$ cat config.mk
export PLATFORM = sky130hd
export DESIGN_NAME = burst_arbiter_top
export DESIGN_NICKNAME = d
export VERILOG_FILES = /design/src/design/burst_pkg.sv /design/src/design/arb_pkg.sv /design/src/design/burst_arbiter_top.sv /design/src/design/burst_merge.sv /design/src/design/arb_hold_rr.sv /design/src/design/arb_rr.sv
export VERILOG_INCLUDE_DIRS = /design/src /design/src/include
export SDC_FILE = /design/constraint.sdc
export NUM_CORES = 1
export LEC_CHECK = 0
export BUFFER_PORTS_ARGS = -buffer_cell sky130_fd_sc_hd__buf_4
export CAP_MARGIN = 20
export CORE_ASPECT_RATIO = 0.75
export CORE_MARGIN = 2
export CORE_UTILIZATION = 50
export DETAILED_ROUTE_END_ITERATION = 12
export HOLD_SLACK_MARGIN = 0.08
export PLACE_DENSITY = 0.82
export SLEW_MARGIN = 20
export SYNTH_ARGS = -nofsm -noshare
export SYNTH_HDL_FRONTEND = slang
export SYNTH_SLANG_ARGS = --single-unit
$ cat constraint.sdc
create_clock -name clk -period 8 [get_ports clk]
set_input_delay 1.6 -clock clk [delete_from_list [all_inputs] [get_ports clk]]
set_output_delay 1.6 -clock clk [all_outputs]
set_load 0.01 [all_outputs]
$ cat src/include/arb_settings.svh
/* Burst arbiter build settings */

`ifndef ARB_SETTINGS_SVH
`define ARB_SETTINGS_SVH

// ------------------------------------------------------------
// Sizes shared by the packages and the RTL
// ------------------------------------------------------------

// Number of sources competing for the output channel
`define ARB_NUM_REQ 4

// Width of one data word carried by a source
`define ARB_DATA_W 16

// Longest burst that may keep the grant, counted in words
`define ARB_MAX_BURST 4

// Beat counter width, enough to count 0 .. ARB_MAX_BURST-1
`define ARB_BEAT_W 2

`endif
$ cat src/design/burst_pkg.sv
/* Burst data path types */
`default_nettype none

`include "arb_settings.svh"

package burst_pkg;

  // ------------------------------------------------------------
  // Payload
  // ------------------------------------------------------------

  // One word as presented by a source and driven on the output
  typedef logic [`ARB_DATA_W-1:0] data_t;

  // ------------------------------------------------------------
  // Burst bookkeeping
  // ------------------------------------------------------------

  // Position of a word inside its burst, the first word is beat 0
  typedef logic [`ARB_BEAT_W-1:0] beat_t;

endpackage

`default_nettype wire

$ cat src/design/arb_pkg.sv
/* Arbitration types */
`default_nettype none

`include "arb_settings.svh"

package arb_pkg;

  // ------------------------------------------------------------
  // Per-source vectors
  // ------------------------------------------------------------

  // One bit per source
  // Used for request, grant, grant_hold and the last flags
  typedef logic [`ARB_NUM_REQ-1:0] req_vec_t;

  // ------------------------------------------------------------
  // Source numbering
  // ------------------------------------------------------------

  // Index of a single source, also the width of the priority pointer
  typedef logic [$clog2(`ARB_NUM_REQ)-1:0] req_idx_t;

endpackage

`default_nettype wire

$ cat src/design/burst_arbiter_top.sv
/* Burst arbiter top level */
`timescale 1ns/10ps
`default_nettype none

`include "arb_settings.svh"

module burst_arbiter_top
  import arb_pkg::*, burst_pkg::*;
(
  input  logic                         clk,
  input  logic                         rst_n,
  input  req_vec_t                     valid,
  input  req_vec_t                     last,
  input  data_t    [`ARB_NUM_REQ-1:0]  data,
  output req_vec_t                     grant,
  output logic                         out_valid,
  output data_t                        out_data,
  output req_idx_t                     out_src,
  output beat_t                        out_beat,
  output logic                         out_last
);

  // ------------------------------------------------------------
  // Hold loop between arbiter and data path
  // ------------------------------------------------------------

  // Driven by the merge stage, closes the loop back into the arbiter
  req_vec_t grant_hold;

  // Valid levels act directly as requests
  arb_hold_rr u_arb (
    .clk        (clk),
    .rst_n      (rst_n),
    .request    (valid),
    .grant_hold (grant_hold),
    .grant      (grant)
  );

  // Registers the granted word one cycle after the grant
  burst_merge u_merge (
    .clk        (clk),
    .rst_n      (rst_n),
    .grant      (grant),
    .valid      (valid),
    .last       (last),
    .data       (data),
    .grant_hold (grant_hold),
    .out_valid  (out_valid),
    .out_data   (out_data),
    .out_src    (out_src),
    .out_beat   (out_beat),
    .out_last   (out_last)
  );

endmodule

`default_nettype wire

$ cat src/design/burst_merge.sv
/* Burst merge output stage */
`timescale 1ns/10ps
`default_nettype none

`include "arb_settings.svh"

module burst_merge
  import arb_pkg::*, burst_pkg::*;
(
  input  logic                         clk,
  input  logic                         rst_n,
  input  req_vec_t                     grant,
  input  req_vec_t                     valid,
  input  req_vec_t                     last,
  input  data_t    [`ARB_NUM_REQ-1:0]  data,
  output req_vec_t                     grant_hold,
  output logic                         out_valid,
  output data_t                        out_data,
  output req_idx_t                     out_src,
  output beat_t                        out_beat,
  output logic                         out_last
);

  // ------------------------------------------------------------
  // Grant decode
  // ------------------------------------------------------------

  req_idx_t src_idx;
  data_t    sel_data;
  logic     sel_last;
  logic     grant_any;

  // The grant is one-hot or zero, so a plain scan gives the index
  always_comb begin
    src_idx = '0;
    for (int k = 0; k < `ARB_NUM_REQ; k++) begin
      if (grant[k]) begin
        src_idx = req_idx_t'(k);
      end
    end
  end

  assign grant_any = |grant;
  assign sel_data  = data[src_idx];
  assign sel_last  = last[src_idx];

  // ------------------------------------------------------------
  // Beat tracking
  // ------------------------------------------------------------

  // Beat number the next word of an open burst will carry
  beat_t    beat_cnt;
  // Beat number of the word granted this cycle
  beat_t    cur_beat;
  // Granted source whose burst is still open, at most one bit set
  req_vec_t burst_open;
  logic     cont;
  logic     end_burst;

  // A grant to the source with an open burst continues that burst
  // Any other grant starts a fresh one at beat 0
  assign cont      = |(grant & grant_hold);
  assign cur_beat  = cont ? beat_cnt : '0;
  // The burst closes on its last flag or when it hits the cap
  assign end_burst = sel_last || (cur_beat == beat_t'(`ARB_MAX_BURST - 1));

  always_ff @(posedge clk) begin
    if (!rst_n) begin
      beat_cnt   <= '0;
      burst_open <= '0;
    end else if (grant_any && !end_burst) begin
      beat_cnt   <= cur_beat + beat_t'(1);
      burst_open <= grant;
    end else begin
      beat_cnt   <= '0;
      burst_open <= '0;
    end
  end

  // Keep the grant on the open burst while its next word is present
  // A source that drops valid mid-burst loses the channel
  assign grant_hold = valid & burst_open;

  // ------------------------------------------------------------
  // Output register
  // ------------------------------------------------------------

  always_ff @(posedge clk) begin
    if (!rst_n) begin
      out_valid <= 1'b0;
      out_beat  <= '0;
      out_last  <= 1'b0;
    end else begin
      out_valid <= grant_any;
      out_beat  <= cur_beat;
      out_last  <= grant_any && end_burst;
    end
  end

  // Payload only loads on a grant
  always_ff @(posedge clk) begin
    if (grant_any) begin
      out_data <= sel_data;
      out_src  <= src_idx;
    end
  end

  // The hold loop through the arbiter must respect the cap
  a_beat_in_range : assert property (@(posedge clk) disable iff (!rst_n)
    out_beat <= beat_t'(`ARB_MAX_BURST - 1));

  // the final beat of a capped burst is always flagged
  a_cap_is_last : assert property (@(posedge clk) disable iff (!rst_n)
    (out_beat == beat_t'(`ARB_MAX_BURST - 1)) |-> out_last);

endmodule

`default_nettype wire

$ cat src/design/arb_hold_rr.sv
/* Round-robin arbiter with grant hold */
`timescale 1ns/10ps
`default_nettype none

module arb_hold_rr
  import arb_pkg::*;
(
  input  logic     clk,
  input  logic     rst_n,
  input  req_vec_t request,
  input  req_vec_t grant_hold,
  output req_vec_t grant
);

  // ------------------------------------------------------------
  // Core arbiter
  // ------------------------------------------------------------

  logic     enable_priority_update;
  req_vec_t grant_pre;
  // Grant given in the previous cycle
  req_vec_t grant_last;
  // Source that keeps the grant this cycle, zero when nobody holds
  req_vec_t hold;

  arb_rr u_arb_rr (
    .clk                    (clk),
    .rst_n                  (rst_n),
    .enable_priority_update (enable_priority_update),
    .request                (request),
    .grant                  (grant_pre)
  );

  // ------------------------------------------------------------
  // Hold logic
  // ------------------------------------------------------------

  always_ff @(posedge clk) begin
    if (!rst_n) begin
      grant_last <= '0;
    end else begin
      grant_last <= grant;
    end
  end

  // A hold bit only counts for the source that won last cycle
  assign hold = grant_hold & grant_last;

  // The pointer stays put while a burst owns the channel
  assign enable_priority_update = ~|hold;

  // The grant follows grant_hold combinationally
  assign grant = |hold ? hold : grant_pre;

  // A multi-hot grant_hold still yields a single held source
  a_hold_onehot0 : assert property (@(posedge clk) disable iff (!rst_n)
    $onehot0(hold));

endmodule

`default_nettype wire

$ cat src/design/arb_rr.sv
/* Round-robin arbiter core */
`timescale 1ns/10ps
`default_nettype none

`include "arb_settings.svh"

module arb_rr
  import arb_pkg::*;
(
  input  logic     clk,
  input  logic     rst_n,
  input  logic     enable_priority_update,
  input  req_vec_t request,
  output req_vec_t grant
);

  // ------------------------------------------------------------
  // Priority pointer
  // ------------------------------------------------------------

  // Source holding the highest priority in the current cycle
  req_idx_t ptr_q;
  // Winner of this cycle, only meaningful while grant_any is set
  req_idx_t grant_idx;
  // Pointer value for the cycle after a grant
  req_idx_t ptr_nxt;
  logic     grant_any;

  // ------------------------------------------------------------
  // Grant selection
  // ------------------------------------------------------------

  // Walk the sources starting at the pointer and wrapping around
  // The first requester met on the way wins
  always_comb begin
    req_idx_t cand;
    logic     found;
    grant     = '0;
    grant_idx = ptr_q;
    found     = 1'b0;
    cand      = ptr_q;
    for (int k = 0; k < `ARB_NUM_REQ; k++) begin
      cand = req_idx_t'((int'(ptr_q) + k) % `ARB_NUM_REQ);
      if (!found && request[cand]) begin
        found     = 1'b1;
        grant_idx = cand;
      end
    end
    // At most one bit is set here, the grant is one-hot or zero
    if (found) begin
      grant[grant_idx] = 1'b1;
    end
  end

  assign grant_any = |grant;

  // The granted source drops to lowest priority next cycle
  // Its upper neighbour, modulo the source count, becomes highest
  assign ptr_nxt = req_idx_t'((int'(grant_idx) + 1) % `ARB_NUM_REQ);

  // ------------------------------------------------------------
  // Pointer register
  // ------------------------------------------------------------

  // Source 0 starts with the highest priority
  // The pointer only moves on a real grant, and the hold wrapper
  // freezes it for the length of a held burst
  always_ff @(posedge clk) begin
    if (!rst_n) begin
      ptr_q <= '0;
    end else if (enable_priority_update && grant_any) begin
      ptr_q <= ptr_nxt;
    end
  end

  // ------------------------------------------------------------
  // Checks
  // ------------------------------------------------------------

  // Never more than one winner per cycle
  a_grant_onehot0 : assert property (@(posedge clk) disable iff (!rst_n)
    $onehot0(grant));

  // A source that is not requesting is never granted
  a_grant_in_request : assert property (@(posedge clk) disable iff (!rst_n)
    (grant & ~request) == '0);

endmodule

`default_nettype wire

Word level (Yosys, flattened, before mapping)
Cells that the tools add are included.

Register bits: 34. Output and inout port bits: 26. Logic and storage cells: 70.

Add/subtract/negate cells: 5. $lt $le $gt $ge: 7. Equality and inequality tests: 1. Mux-type cells: 27. Bitwise gates (word level): 3. Reduce and logical (&&, ||, !) cells: 18.

Operators with widths (count): $bmux W16 S2 (1); $lt A2 B3 Y1 const B (6); $mux W16 (1); $reduce_or A4 Y1 (4); $and A4 B4 Y4 (3); $mux W2 (6); $mux W1 (11); $bmux W1 S2 (5); $mux W4 (2); $logic_and A1 B1 Y1 (7); $add A2 B1 Y2 const B (3); $logic_not A1 Y1 (5); $add A2 B2 Y2 const B (2); $demux W1 S2 (1); $eq A2 B2 Y1 const B (1); $ge A2 B1 Y1 const B (1); $reduce_and A2 Y1 (1); $logic_or A1 B1 Y1 (1).

Longest topological paths before layout
Gate-level depths: netlist of run 1.

Word-level depth: 27. Depth in mapped cells: 17. Mapped depth without buffers: 16.

Cells and area by module
From an unflattened synthesis of run 1, not the netlist that was laid out.

Cells, all modules: 175. Area, all modules: 1905.6 sq um.

By module, submodules not included: burst_merge (instances 1, cells each 120, area each 1363.8 sq um); arb_rr (instances 1, cells each 32, area each 290.3 sq um); arb_hold_rr (instances 1, cells each 23, area each 251.5 sq um).

Worst setup path after synthesis of run 1
No wires, ideal clock.

Path type: input port to output port. Start: input port valid[1]. End: output port grant[1]. Arrival time: 3.477 ns. Slack: 2.923 ns. Stages: 10. Path buffers: 3. Path through: buf_6 nor2_1 a221o_1 o22a_1 inv_1 ha_1 and3_1 clkbuf_1 a21o_1 clkbuf_1.

Longest elaborated chain between the ends: 18. Elaborated cells between the ends (all ways): 31.

Ends and longest elaborated chain: start, declared (RTL line burst_arbiter_top.sv:12) `input req_vec_t valid,`; $bmux W1 S2 (RTL line arb_rr.sv:44) `if (!found && request[cand]) begin`; $mux W1 (implied by the code) (RTL line arb_rr.sv:44); $mux W1 (RTL line arb_rr.sv:44); $logic_not A1 Y1 (RTL line arb_rr.sv:44); $logic_and A1 B1 Y1 (RTL line arb_rr.sv:44); $mux W1 (RTL line arb_rr.sv:44); $logic_not A1 Y1 (RTL line arb_rr.sv:44); $logic_and A1 B1 Y1 (RTL line arb_rr.sv:44); [2 not listed]; $logic_and A1 B1 Y1 (RTL line arb_rr.sv:44); $mux W2 (RTL line arb_rr.sv:44); $lt A2 B3 Y1 (implied by the code) or $ge A2 B1 Y1 (tied branches) (RTL line arb_rr.sv:51) `grant[grant_idx] = 1'b1;`; $logic_and A1 B1 Y1 (implied by the code) (RTL line arb_rr.sv:51); $mux W1 (implied by the code) (RTL line arb_rr.sv:51); $demux W1 S2 (RTL line arb_rr.sv:51); $mux W4 (RTL line arb_rr.sv:50) `if (found) begin`; $mux W4 (*) (RTL line arb_hold_rr.sv:53) `assign grant = |hold ? hold : grant_pre;`; end, declared (RTL line burst_arbiter_top.sv:15) `output req_vec_t grant,`.

Mark *: on every way between the ends. The rest lies on a longest branch, timed or not. The select of a mux whose other input is x is not followed.

Worst setup path in the final report of run 1
Start: input port valid[2]. End: output port grant[1].

Same word-level chain as after synthesis.

==> results of run 1 <==
==> registers in the layout (all words and copies together) (netlist names) <==
signal and count:
u_merge.out_beat 2, u_merge.burst_open 4, u_arb.u_arb_rr.ptr_q 2, u_merge.out_src 2, u_merge.out_data 16, u_merge.out_last 1, u_arb.grant_last 4, u_merge.beat_cnt 2
u_merge.out_valid 1
==> stage by stage <==
step           power [mW]  utilization  instance area, um2
4_1_cts             0.821        0.727                2910
6_report            0.820        0.727                2910
3_3_place_gp        0.684        0.704                2820
2_1_floorplan       0.526            -                2070
3_5_place_dp        0.691        0.704                2820
5_1_grt             0.871        0.727                2910
==> layer usage <==
layer	GRT usage	vias to the layer above	part of all wire
li1	-	1030	-
met1	0.350	951	0.44
met2	0.398	124	0.43
met3	0.0846	7	0.12
met4	0.0827	0	0.0081
met5	0	-	0
==> kinds of logic after synthesis <==
logic type | after synthesis | synth area share
multiplexers | 1 | 0.00484
AO/OA/AOI/OAI | 90 | 0.325
buffers and inverters | 22 | 0.0514
AND/OR/NAND/NOR | 71 | 0.172
adder cells (fa/ha/maj) | 5 | 0.0302
flip-flops | 34 | 0.416
==> worst max-delay path by stage <==
stage | start | end | slack [ps] | cells after the start
CTS | valid[2] | grant[1] | 2260 | 9
finish | valid[2] | grant[1] | 2220 | 9
floorplan | valid[1] | grant[1] | 2920 | 10
global route | valid[2] | grant[1] | 2050 | 9
detailed placement | valid[2] | grant[1] | 2250 | 9
global placement | valid[2] | grant[1] | 2310 | 9
==> report_power, final <==
| group | switching [mW] | leakage [nW] | internal, mW |
|---|---|---|---|
| clock network | 0.0688 | 0.0484 | 0.0614 |
| logic | 0.215 | 0.970 | 0.177 |
| registers | 0.0241 | 0.314 | 0.273 |
| total | 0.308 | 1.33 | 0.512 |
==> cell usage in the layout, fill, tap and decap left out, drive strengths merged, types with 6 or more instances in the layout <==
cell type and instances:
a21oi 22, inv 6, buf 101, a211oi 17, nor2b 6, o21ai 17
nand2 26, nor2 9, nand3 8, edfxtp 18, and3 9, o2bb2ai 16
dfxtp 16
==> cell type report <==
cell class	instances	area share
clock buffer	5	0.0237
multi-input combinational	167	0.381
inverter	6	0.00860
timing repair buffer	101	0.261
sequential	34	0.296
tap	55	0.0237
clock inverter	3	0.00688
==> reports/qor.yml, run 1 <==
timing:
  whs_ps: 449
  grt_setup_unrepaired: "no"
  final_hold_viol_count: 0
  finalClockSkew_ps: 7.43
  worst_pin_slew_ps: 832
  post-route-worst-setup-slack_ps: 2220
  slew_headroom: 0.444
  slew_viol_final: 0
  setup_viol: 0
  min_period_ps: 5780
  fmax_mhz: 173
  setup_tns_ps: 0
  timing.final.crit_share: 0.722
worst_setup_path:
  r2r_cells: 15
  critPathMostFrequentCell: "buf_4"
  crit_arrival_ps: 4180
  rr_startpoint: "u_arb.u_arb_rr.ptr_q[1]"
  rrSetupSlack_ps: 4610
  r2r-end: "u_merge.beat_cnt[0]"
  crit_chain: "buf_4 -> nor2b_1 -> a221o_1 -> o22a_1 -> inv_1 -> ha_1 -> and3_1 -> a21o_1 -> buf_4"
  critPathKind: "primary input to primary output"
  start_kind: "primary input"
  cpPeakStageDelay_ps: 710
  crit_required_ps: 6400
  critical_path.max_fanout: 20
  critPathSlowestCell: "a21o_1"
  cp_top_family: "compound AO/OA/AOI/OAI gates"
  crit_buf_inv: 3
  crit_path_end_kind: "primary output"
place:
  gp_congestion: 0.872
  dp_hpwl_um: 4450
  place_inst: 363
  port_buffers: 99
  dp_worst_setup_slack_ps: 2250
layout:
  drive_above_1_share: 0.392
  fin_nets: 394
  seq_area_um2: 861
  diodes: 0
  stdcell_count: 371
  area_growth_pct: 40.7
  multi_input_area_um2: 1110
  fillers: 304
routing:
  ant_nets: 0
  wire_per_inst_um: 16.3
  vias: 2112
  via_per_inst: 5.69
  detail_route.iter0.violations: 156
  wl_um: 6030
  drt-pass1-iter-count: 4
  drc: 0
logic_synthesis:
  ys.flop_type: "edfxtp_1"
  yosys.area.top_type: "edfxtp_1"
  ys_ff_latch: 34
  synthTopCellsByArea: "edfxtp_1 26%, dfxtp_1 15%, o2bb2ai_1 6.8%"
  synth.most_common_cell: "nand2_1"
  async_flop_share: 0
  synth_top_area_share: 0.261
  synthCells: 223
  synth_common_cells: "26 x nand2_1, 22 x a21oi_1, 18 x edfxtp_1, 17 x o21ai_0"
  post_synth_instance_area_um2: 2070
  synth_nets: 302
  yosysSeqAreaShare: 0.416
  ys_warn_count: 0
  synthDistinctLibCells: 41
  synth_edf_count: 18
  avgSynthCellArea_um2: 9.27
floorplan:
  die_width_um: 78.3
  die_h_um: 59.7
  die_area_um2: 4670
  rows: 20
  initial_core_util: 0.517
  pin_count: 100
  coreArea_um2: 4000
clock_tree:
  postCtsSetupRepairBufs: 0
  cts.path.max_buffers: 2
  cts_resized: 0
  cts_made_buffers: 5
  postCtsHoldBufs: 0
  cts-root-buf: "clkbuf_8"
  insertion_delay_ps: 290
  cts.sinks: 34
  htree_levels: 2
  clk_transition_reported_paths_ps: 80
  cts_tree: "done"
grt:
  grt_max_degree: 24
  antenna_found_initial: 0
  track_usage: 0.259
  grt_pass1_wl_um: 9180
  first_global_vias: 1976
  grt_remaining_overflow: 0
hold_path:
  min_path_cells: 1
  min_path_type: "flip-flop to flip-flop"
  hp-start: "u_merge.beat_cnt[0]"
  min_delay_worst_endpoint: "u_merge.beat_cnt[0]"
pwr:
  irDropWorstVdd_mv: 0.169
  leakagePower_nw: 1.33
  cellPowerDensity_nw_per_um2: 282
flow_run:
  maxCapViolations: 0
status:
  run_status: "completed"
No activity file was read; power rests on OpenSTA's default activity.
==> run 2: changes to the inputs <==
CORE_UTILIZATION = 42   (was 50)
PLACE_DENSITY = 0.73   (was 0.82)
clock period = 4.95 ns   (was 8 ns; I/O delays follow)
==> reports/qor.yml, run 2 (same netlist as run 1, synthesis figures left out) <==
timing:
  setup_tns_ps: 0  # unchanged
  grt_setup_unrepaired: "no"  # unchanged
  timing.final.crit_share: 0.819
  fmax_mhz: 247
  slew_headroom: 0.400  # was 0.444
  final_hold_viol_count: 0  # unchanged
  worst_pin_slew_ps: 900  # was 832 ps
  setup_viol: 0  # unchanged
  min_period_ps: 4050
  post-route-worst-setup-slack_ps: 896  # was 2220 ps
  whs_ps: 474  # was 449 ps
  slew_viol_final: 0  # unchanged
  finalClockSkew_ps: 6.04  # was 7.43 ps
grt:
  grt_max_degree: 23  # was 24
  track_usage: 0.223  # was 0.259
  use_met1: 0.308  # was 0.350
  antenna_found_initial: 0  # unchanged
  grt_busiest_layer: "met2"  # unchanged
  first_global_vias: 1991  # was 1976
  grt_pass1_wl_um: 9690  # was 9180 um
  grt_remaining_overflow: 0  # unchanged
  gr-usage-met3: 0.0650  # was 0.0846
  grtUsageMet2: 0.349  # was 0.398
clock_tree:
  cts_tree: "done"  # unchanged
  postCtsSetupRepairBufs: 0  # unchanged
  postCtsHoldBufs: 0  # unchanged
  cts-root-buf: "clkbuf_8"  # unchanged
  cts.path.max_buffers: 2  # unchanged
  clk_transition_reported_paths_ps: 80  # about the same
  htree_levels: 2  # unchanged
  insertion_delay_ps: 290  # about the same
  cts_made_buffers: 5  # unchanged
  cts.sinks: 34  # unchanged
  cts_resized: 0  # unchanged
routing:
  detail_route.iter0.violations: 270  # was 156
  drc: 0  # unchanged
  drt-pass1-iter-count: 4  # unchanged
  via_per_inst: 5.61  # was 5.69
  vias: 2131  # was 2112
  ant_nets: 0  # unchanged
  wl_um: 6090  # was 6030 um
  wire_per_inst_um: 16.0  # was 16.3 um
place:
  placed_cell_area_um2: 2860  # was 2820 um2
  dp_worst_setup_slack_ps: 829  # was 2250 ps
  port_buffers: 99  # unchanged
  dp_hpwl_um: 4510  # was 4450 um
  gp_congestion: 0.873  # was 0.872
  place_inst: 372  # was 363
layout:
  seq_area_um2: 861  # unchanged
  largest_reg_flops: 16  # unchanged
  fin_nets: 398  # was 394
  utilization: 0.619  # was 0.727
  area_growth_pct: 44.3  # was 40.7%
  fin_area_um2: 2980  # was 2910 um2
  stdcell_count: 380  # was 371
  mostFrequentLayoutCells: "105 x buf_4, 26 x nand2_1, 22 x a21oi_1"  # was 101 x buf_4, 26 x nand2_1, 22 x a21oi_1
  largestRegisters: "u_merge.out_data (16), u_arb.grant_last (4), u_merge.burst_open (4)"  # unchanged
  diodes: 0  # unchanged
  fillers: 426  # was 304
  drive_above_1_share: 0.400  # was 0.392
  largest-register: "u_merge.out_data"  # unchanged
  layout_commonest_cell: "buf_4"  # unchanged
  multi_input_area_um2: 1110  # unchanged
floorplan:
  die_h_um: 64.8  # was 59.7 um
  pin_count: 100  # unchanged
  coreArea_um2: 4820  # was 4000 um2
  die_width_um: 85.0  # was 78.3 um
  rows: 22  # was 20
  initial_core_util: 0.429  # was 0.517
  die_area_um2: 5510  # was 4670 um2
worst_setup_path:
  crit_arrival_ps: 3060  # was 4180 ps
  critPathMostFrequentCell: "buf_4"  # unchanged
  critPathKind: "primary input to primary output"  # unchanged
  cpPeakStageDelay_ps: 380  # was 710 ps
  critPathSlowestCell: "and3_1"  # was a21o_1
  crit_required_ps: 3960  # was 6400 ps
  critical_path.max_fanout: 20  # unchanged
  crit_path_end_kind: "primary output"  # unchanged
  crit_chain: "buf_4 -> nor2b_1 -> a221o_1 -> o22a_1 -> inv_1 -> ha_1 -> and3_1 -> a21o_1 -> buf_4 -> buf_4"  # was buf_4 -> nor2b_1 -> a221o_1 -> o22a_1 -> inv_1 -> ha_1 -> and3_1 -> a21o_1 -> buf_4
  start_kind: "primary input"  # unchanged
pwr:
  power_mw: 1.40  # was 820 uW
  cellPowerDensity_nw_per_um2: 469  # was 282 nW/um2
  irDropWorstVdd_mv: 0.226  # was 0.169 mV
  leakagePower_nw: 1.37  # was 1.33 nW
status:
  run_status: "completed"  # unchanged
hold_path:
  min_path_type: "flip-flop to flip-flop"  # unchanged
flow_run:
  maxCapViolations: 0  # unchanged
[run 2: layout make-up]
class	instances	area share
clock inverters	1	0.00294
inverters	6	0.00839
clock buffers	7	0.0398
multi-input cells	167	0.371
flip-flops and latches	34	0.288
repair buffers	105	0.264
well taps	60	0.0252
[run 2: power breakdown]
| group | total [mW] | switching, mW | internal (mW) | leakage (nW) |
|---|---|---|---|---|
| combinational | 0.648 | 0.352 | 0.296 | 0.990 |
| clock | 0.271 | 0.110 | 0.161 | 0.0647 |
| sequential | 0.481 | 0.0386 | 0.443 | 0.314 |
[run 2: final timing paths]
path	endpoint	cells after the start	slack (ps)	from
min reg2reg	u_merge.out_beat[1]	1	470	u_merge.beat_cnt[1]
min	u_merge.out_beat[1]	1	470	u_merge.beat_cnt[1]
max reg2reg	u_merge.beat_cnt[0]	15	1580	u_arb.u_arb_rr.ptr_q[1]
max	grant[1]	10	900	valid[2]
[run 2: critical path: cells and delay by family]
kind	cells	cell delay, ps
compound gates	3	690
fa+ha+maj	1	190
buf+inv	4	670
simple gates	2	520
[run 2: metal layers]
metal	share of wire	vias to the layer above
met3	0.093	2
met5	0	-
met2	0.45	92
met1	0.46	995
met4	0.0031	0
li1	-	1042
==> run 3: changes to the inputs <==
ABC_AREA = 1   (was not set)
clock period = 3.2 ns   (was 4.95 ns; I/O delays follow)
==> reports/qor.yml, run 3 <==
timing:
  fmax_mhz: 325
  slew_headroom: 0.683  # was 0.400
  slew_viol_final: 0  # unchanged
  min_period_ps: 3080
  whs_ps: 450  # was 474 ps
  timing.final.crit_share: 0.961
  finalClockSkew_ps: 5.44  # was 6.04 ps
  worst_pin_slew_ps: 476  # was 900 ps
  setup_tns_ps: 0  # unchanged
  final_hold_viol_count: 0  # unchanged
  setup_viol: 0  # unchanged
logic_synthesis:
  avgSynthCellArea_um2: 8.12  # was 9.27 um2
  synth_common_cells: "43 x nor2_1, 31 x nand2_1, 18 x edfxtp_1, 18 x o21ai_0"  # was 26 x nand2_1, 22 x a21oi_1, 18 x edfxtp_1, 17 x o21ai_0
  synthDistinctLibCells: 32  # was 41
  synth_edf_count: 18  # unchanged
  ys.flop_type: "edfxtp_1"  # unchanged
  post_synth_instance_area_um2: 2030  # was 2070 um2
  ys_ff_latch: 34  # unchanged
  yosys.area.top_type: "edfxtp_1"  # unchanged
  synth_top_area_share: 0.266  # was 0.261
  synth.most_common_cell: "nor2_1"  # was nand2_1
  synthTopCellsByArea: "edfxtp_1 27%, dfxtp_1 16%, nor2_1 8.0%"  # was edfxtp_1 26%, dfxtp_1 15%, o2bb2ai_1 6.8%
  async_flop_share: 0  # unchanged
  synth_nets: 329  # was 302
  ys_warn_count: 0  # unchanged
  synthCells: 250  # was 223
  yosysSeqAreaShare: 0.424  # was 0.416
layout:
  fin_area_um2: 3130  # was 2980 um2
  fin_nets: 451  # was 398
  drive_above_1_share: 0.472  # was 0.400
  largest-register: "u_merge.out_data"  # unchanged
  mostFrequentLayoutCells: "122 x buf_4, 43 x nor2_1, 30 x nand2_1"  # was 105 x buf_4, 26 x nand2_1, 22 x a21oi_1
  largest_reg_flops: 16  # unchanged
  largestRegisters: "u_merge.out_data (16), u_arb.grant_last (4), u_merge.burst_open (4)"  # unchanged
  stdcell_count: 430  # was 380
  fillers: 387  # was 426
  layout_commonest_cell: "buf_4"  # unchanged
  area_growth_pct: 54.1  # was 44.3%
  diodes: 0  # unchanged
worst_setup_path:
  critPathKind: "flip-flop to primary output"  # was primary input to primary output
  crit_path_end_kind: "primary output"  # unchanged
  critical_path.max_fanout: 6  # was 20
  crit_arrival_ps: 2440  # was 3060 ps
  start_kind: "flip-flop"  # was primary input
  rr_startpoint: "u_arb.u_arb_rr.ptr_q[0]"  # was u_arb.u_arb_rr.ptr_q[1]
  r2r-end: "u_merge.out_data[14]"  # was u_merge.beat_cnt[0]
  rrSetupSlack_ps: 280  # was 1580 ps
  crit_required_ps: 2560  # was 3960 ps
  r2r_cells: 18  # was 15
clock_tree:
  cts_tree: "done"  # unchanged
  postCtsHoldBufs: 0  # unchanged
  insertion_delay_ps: 280  # was 290 ps
  cts.path.max_buffers: 2  # unchanged
  cts-root-buf: "clkbuf_8"  # unchanged
  clk_transition_reported_paths_ps: 70  # was 80 ps
  cts_made_buffers: 5  # unchanged
  cts.sinks: 34  # unchanged
  htree_levels: 2  # unchanged
place:
  port_buffers: 99  # unchanged
  place_inst: 419  # was 372
  dp_hpwl_um: 4380  # was 4510 um
  placed_cell_area_um2: 2970  # was 2860 um2
  gp_congestion: 0.828  # was 0.873
routing:
  detail_route.iter0.violations: 118  # was 270
  vias: 2106  # was 2131
  drt-pass1-iter-count: 5  # was 4
  wire_per_inst_um: 13.3  # was 16.0 um
  ant_nets: 0  # unchanged
  drc: 0  # unchanged
  via_per_inst: 4.90  # was 5.61
  wl_um: 5730  # was 6090 um
status:
  run_status: "completed"  # unchanged
hold_path:
  min_delay_worst_endpoint: "u_merge.out_beat[0]"  # was u_merge.out_beat[1]
  min_path_cells: 2  # was 1
  min_path_type: "flip-flop to flip-flop"  # unchanged
  hp-start: "u_merge.beat_cnt[0]"  # was u_merge.beat_cnt[1]
floorplan:
  pin_count: 100  # unchanged
  die_h_um: 64.2  # was 64.8 um
  coreArea_um2: 4550  # was 4820 um2
  rows: 21  # was 22
  initial_core_util: 0.446  # was 0.429
  die_width_um: 84.3  # was 85.0 um
  die_area_um2: 5410  # was 5510 um2
grt:
  grt_max_degree: 33  # was 23
  grt_remaining_overflow: 0  # unchanged
  first_global_vias: 2131  # was 1991
  antenna_found_initial: 0  # unchanged
  grt_pass1_wl_um: 9490  # was 9690 um
  track_usage: 0.217  # was 0.223
flow_run:
  maxCapViolations: 0  # unchanged
[run 3: changes by cell type after synthesis, moves of 10 or more]
cell       before  now
nor2_1          9   43
a21oi_1        22    1
o21ai_1         0   17
o22ai_1         0   17
o2bb2ai_1      16    0
inv_1           4   17
nand2_2         0   10
[run 3: how the worst max path moves through the flow]
stage                            startpoint             endpoint  slack (ps)
CTS                 u_arb.u_arb_rr.ptr_q[0]             grant[1]          40
finish              u_arb.u_arb_rr.ptr_q[0]             grant[1]         120
detailed placement                 valid[1]  u_merge.beat_cnt[1]         -90
global placement                   valid[2]  u_merge.out_data[6]         -50
floorplan                          valid[2]  u_merge.out_data[0]          60
global route        u_arb.u_arb_rr.ptr_q[0]             grant[3]         -20
[run 3: worst max-delay path: stages, from the launching register on]
cell and delay, ps:
dfxtp_4 380, buf_4 160, nand2_1 70, nand2_2 70, nand2_2 70, nand2_2 70
nor2_4 160, nand3b_1 120, nand2_1 120, xor2_2 220, inv_1 100, ha_1 190
nand3_1 90, nand2_2 60, buf_4 150, buf_4 140
[run 3: what timing repair did]
| item | CTS | global route |
|---|---|---|
| gates resized for setup | 1 | 13 |
| setup buffers | 0 | 3 |
| pin swaps | 0 | 6 |
| endpoints found under the setup margin | 4 | 27 |
[run 3: cell type report]
cell class / instances / area, um2 / share of cell area
multi-input cells: 183 / 1030 / 0.331
repair buffers: 125 / 967 / 0.309
flip-flops and latches: 34 / 866 / 0.277
inverters: 23 / 95.1 / 0.0304
clock buffers: 6 / 82.6 / 0.0264
well taps: 57 / 71.3 / 0.0228
clock inverters: 2 / 11.3 / 0.00360
[run 3: metrics by stage]
| stage | utilization | setup slack, ps |
|---|---|---|
| after floorplan | - | 57.7 |
| after global placement | 0.654 | -50.2 |
| after detailed placement | 0.654 | -91.7 |
| after CTS | 0.675 | 39.3 |
| after global routing | 0.688 | -18.4 |
| final | 0.688 | 124 |
[run 3: kinds of logic (layout without fill, tap and decap cells)]
kind of cell             after synthesis  count (layout)  synth area share
flip-flops                            34              34             0.424
XOR/XNOR                               2               2           0.00863
adder cells (fa/ha/maj)                5               5            0.0308
AO/OA/AOI/OAI                         57              57             0.161
buffers and inverters                 33             156            0.0814
AND/OR/NAND/NOR                      119             119             0.294
[run 3: per-layer routing]
metal / global-route usage / share of wire / vias up
li1: - / - / 1090
met1: 0.272 / 0.45 / 941
met2: 0.365 / 0.48 / 59
met3: 0.0543 / 0.051 / 16
met4: 0.0746 / 0.023 / 0
met5: 0 / 0 / -
Power of run 3 is left out: the tool's default activity adds up to more than one toggle a clock period on the data nets, which glitch-free logic cannot reach.
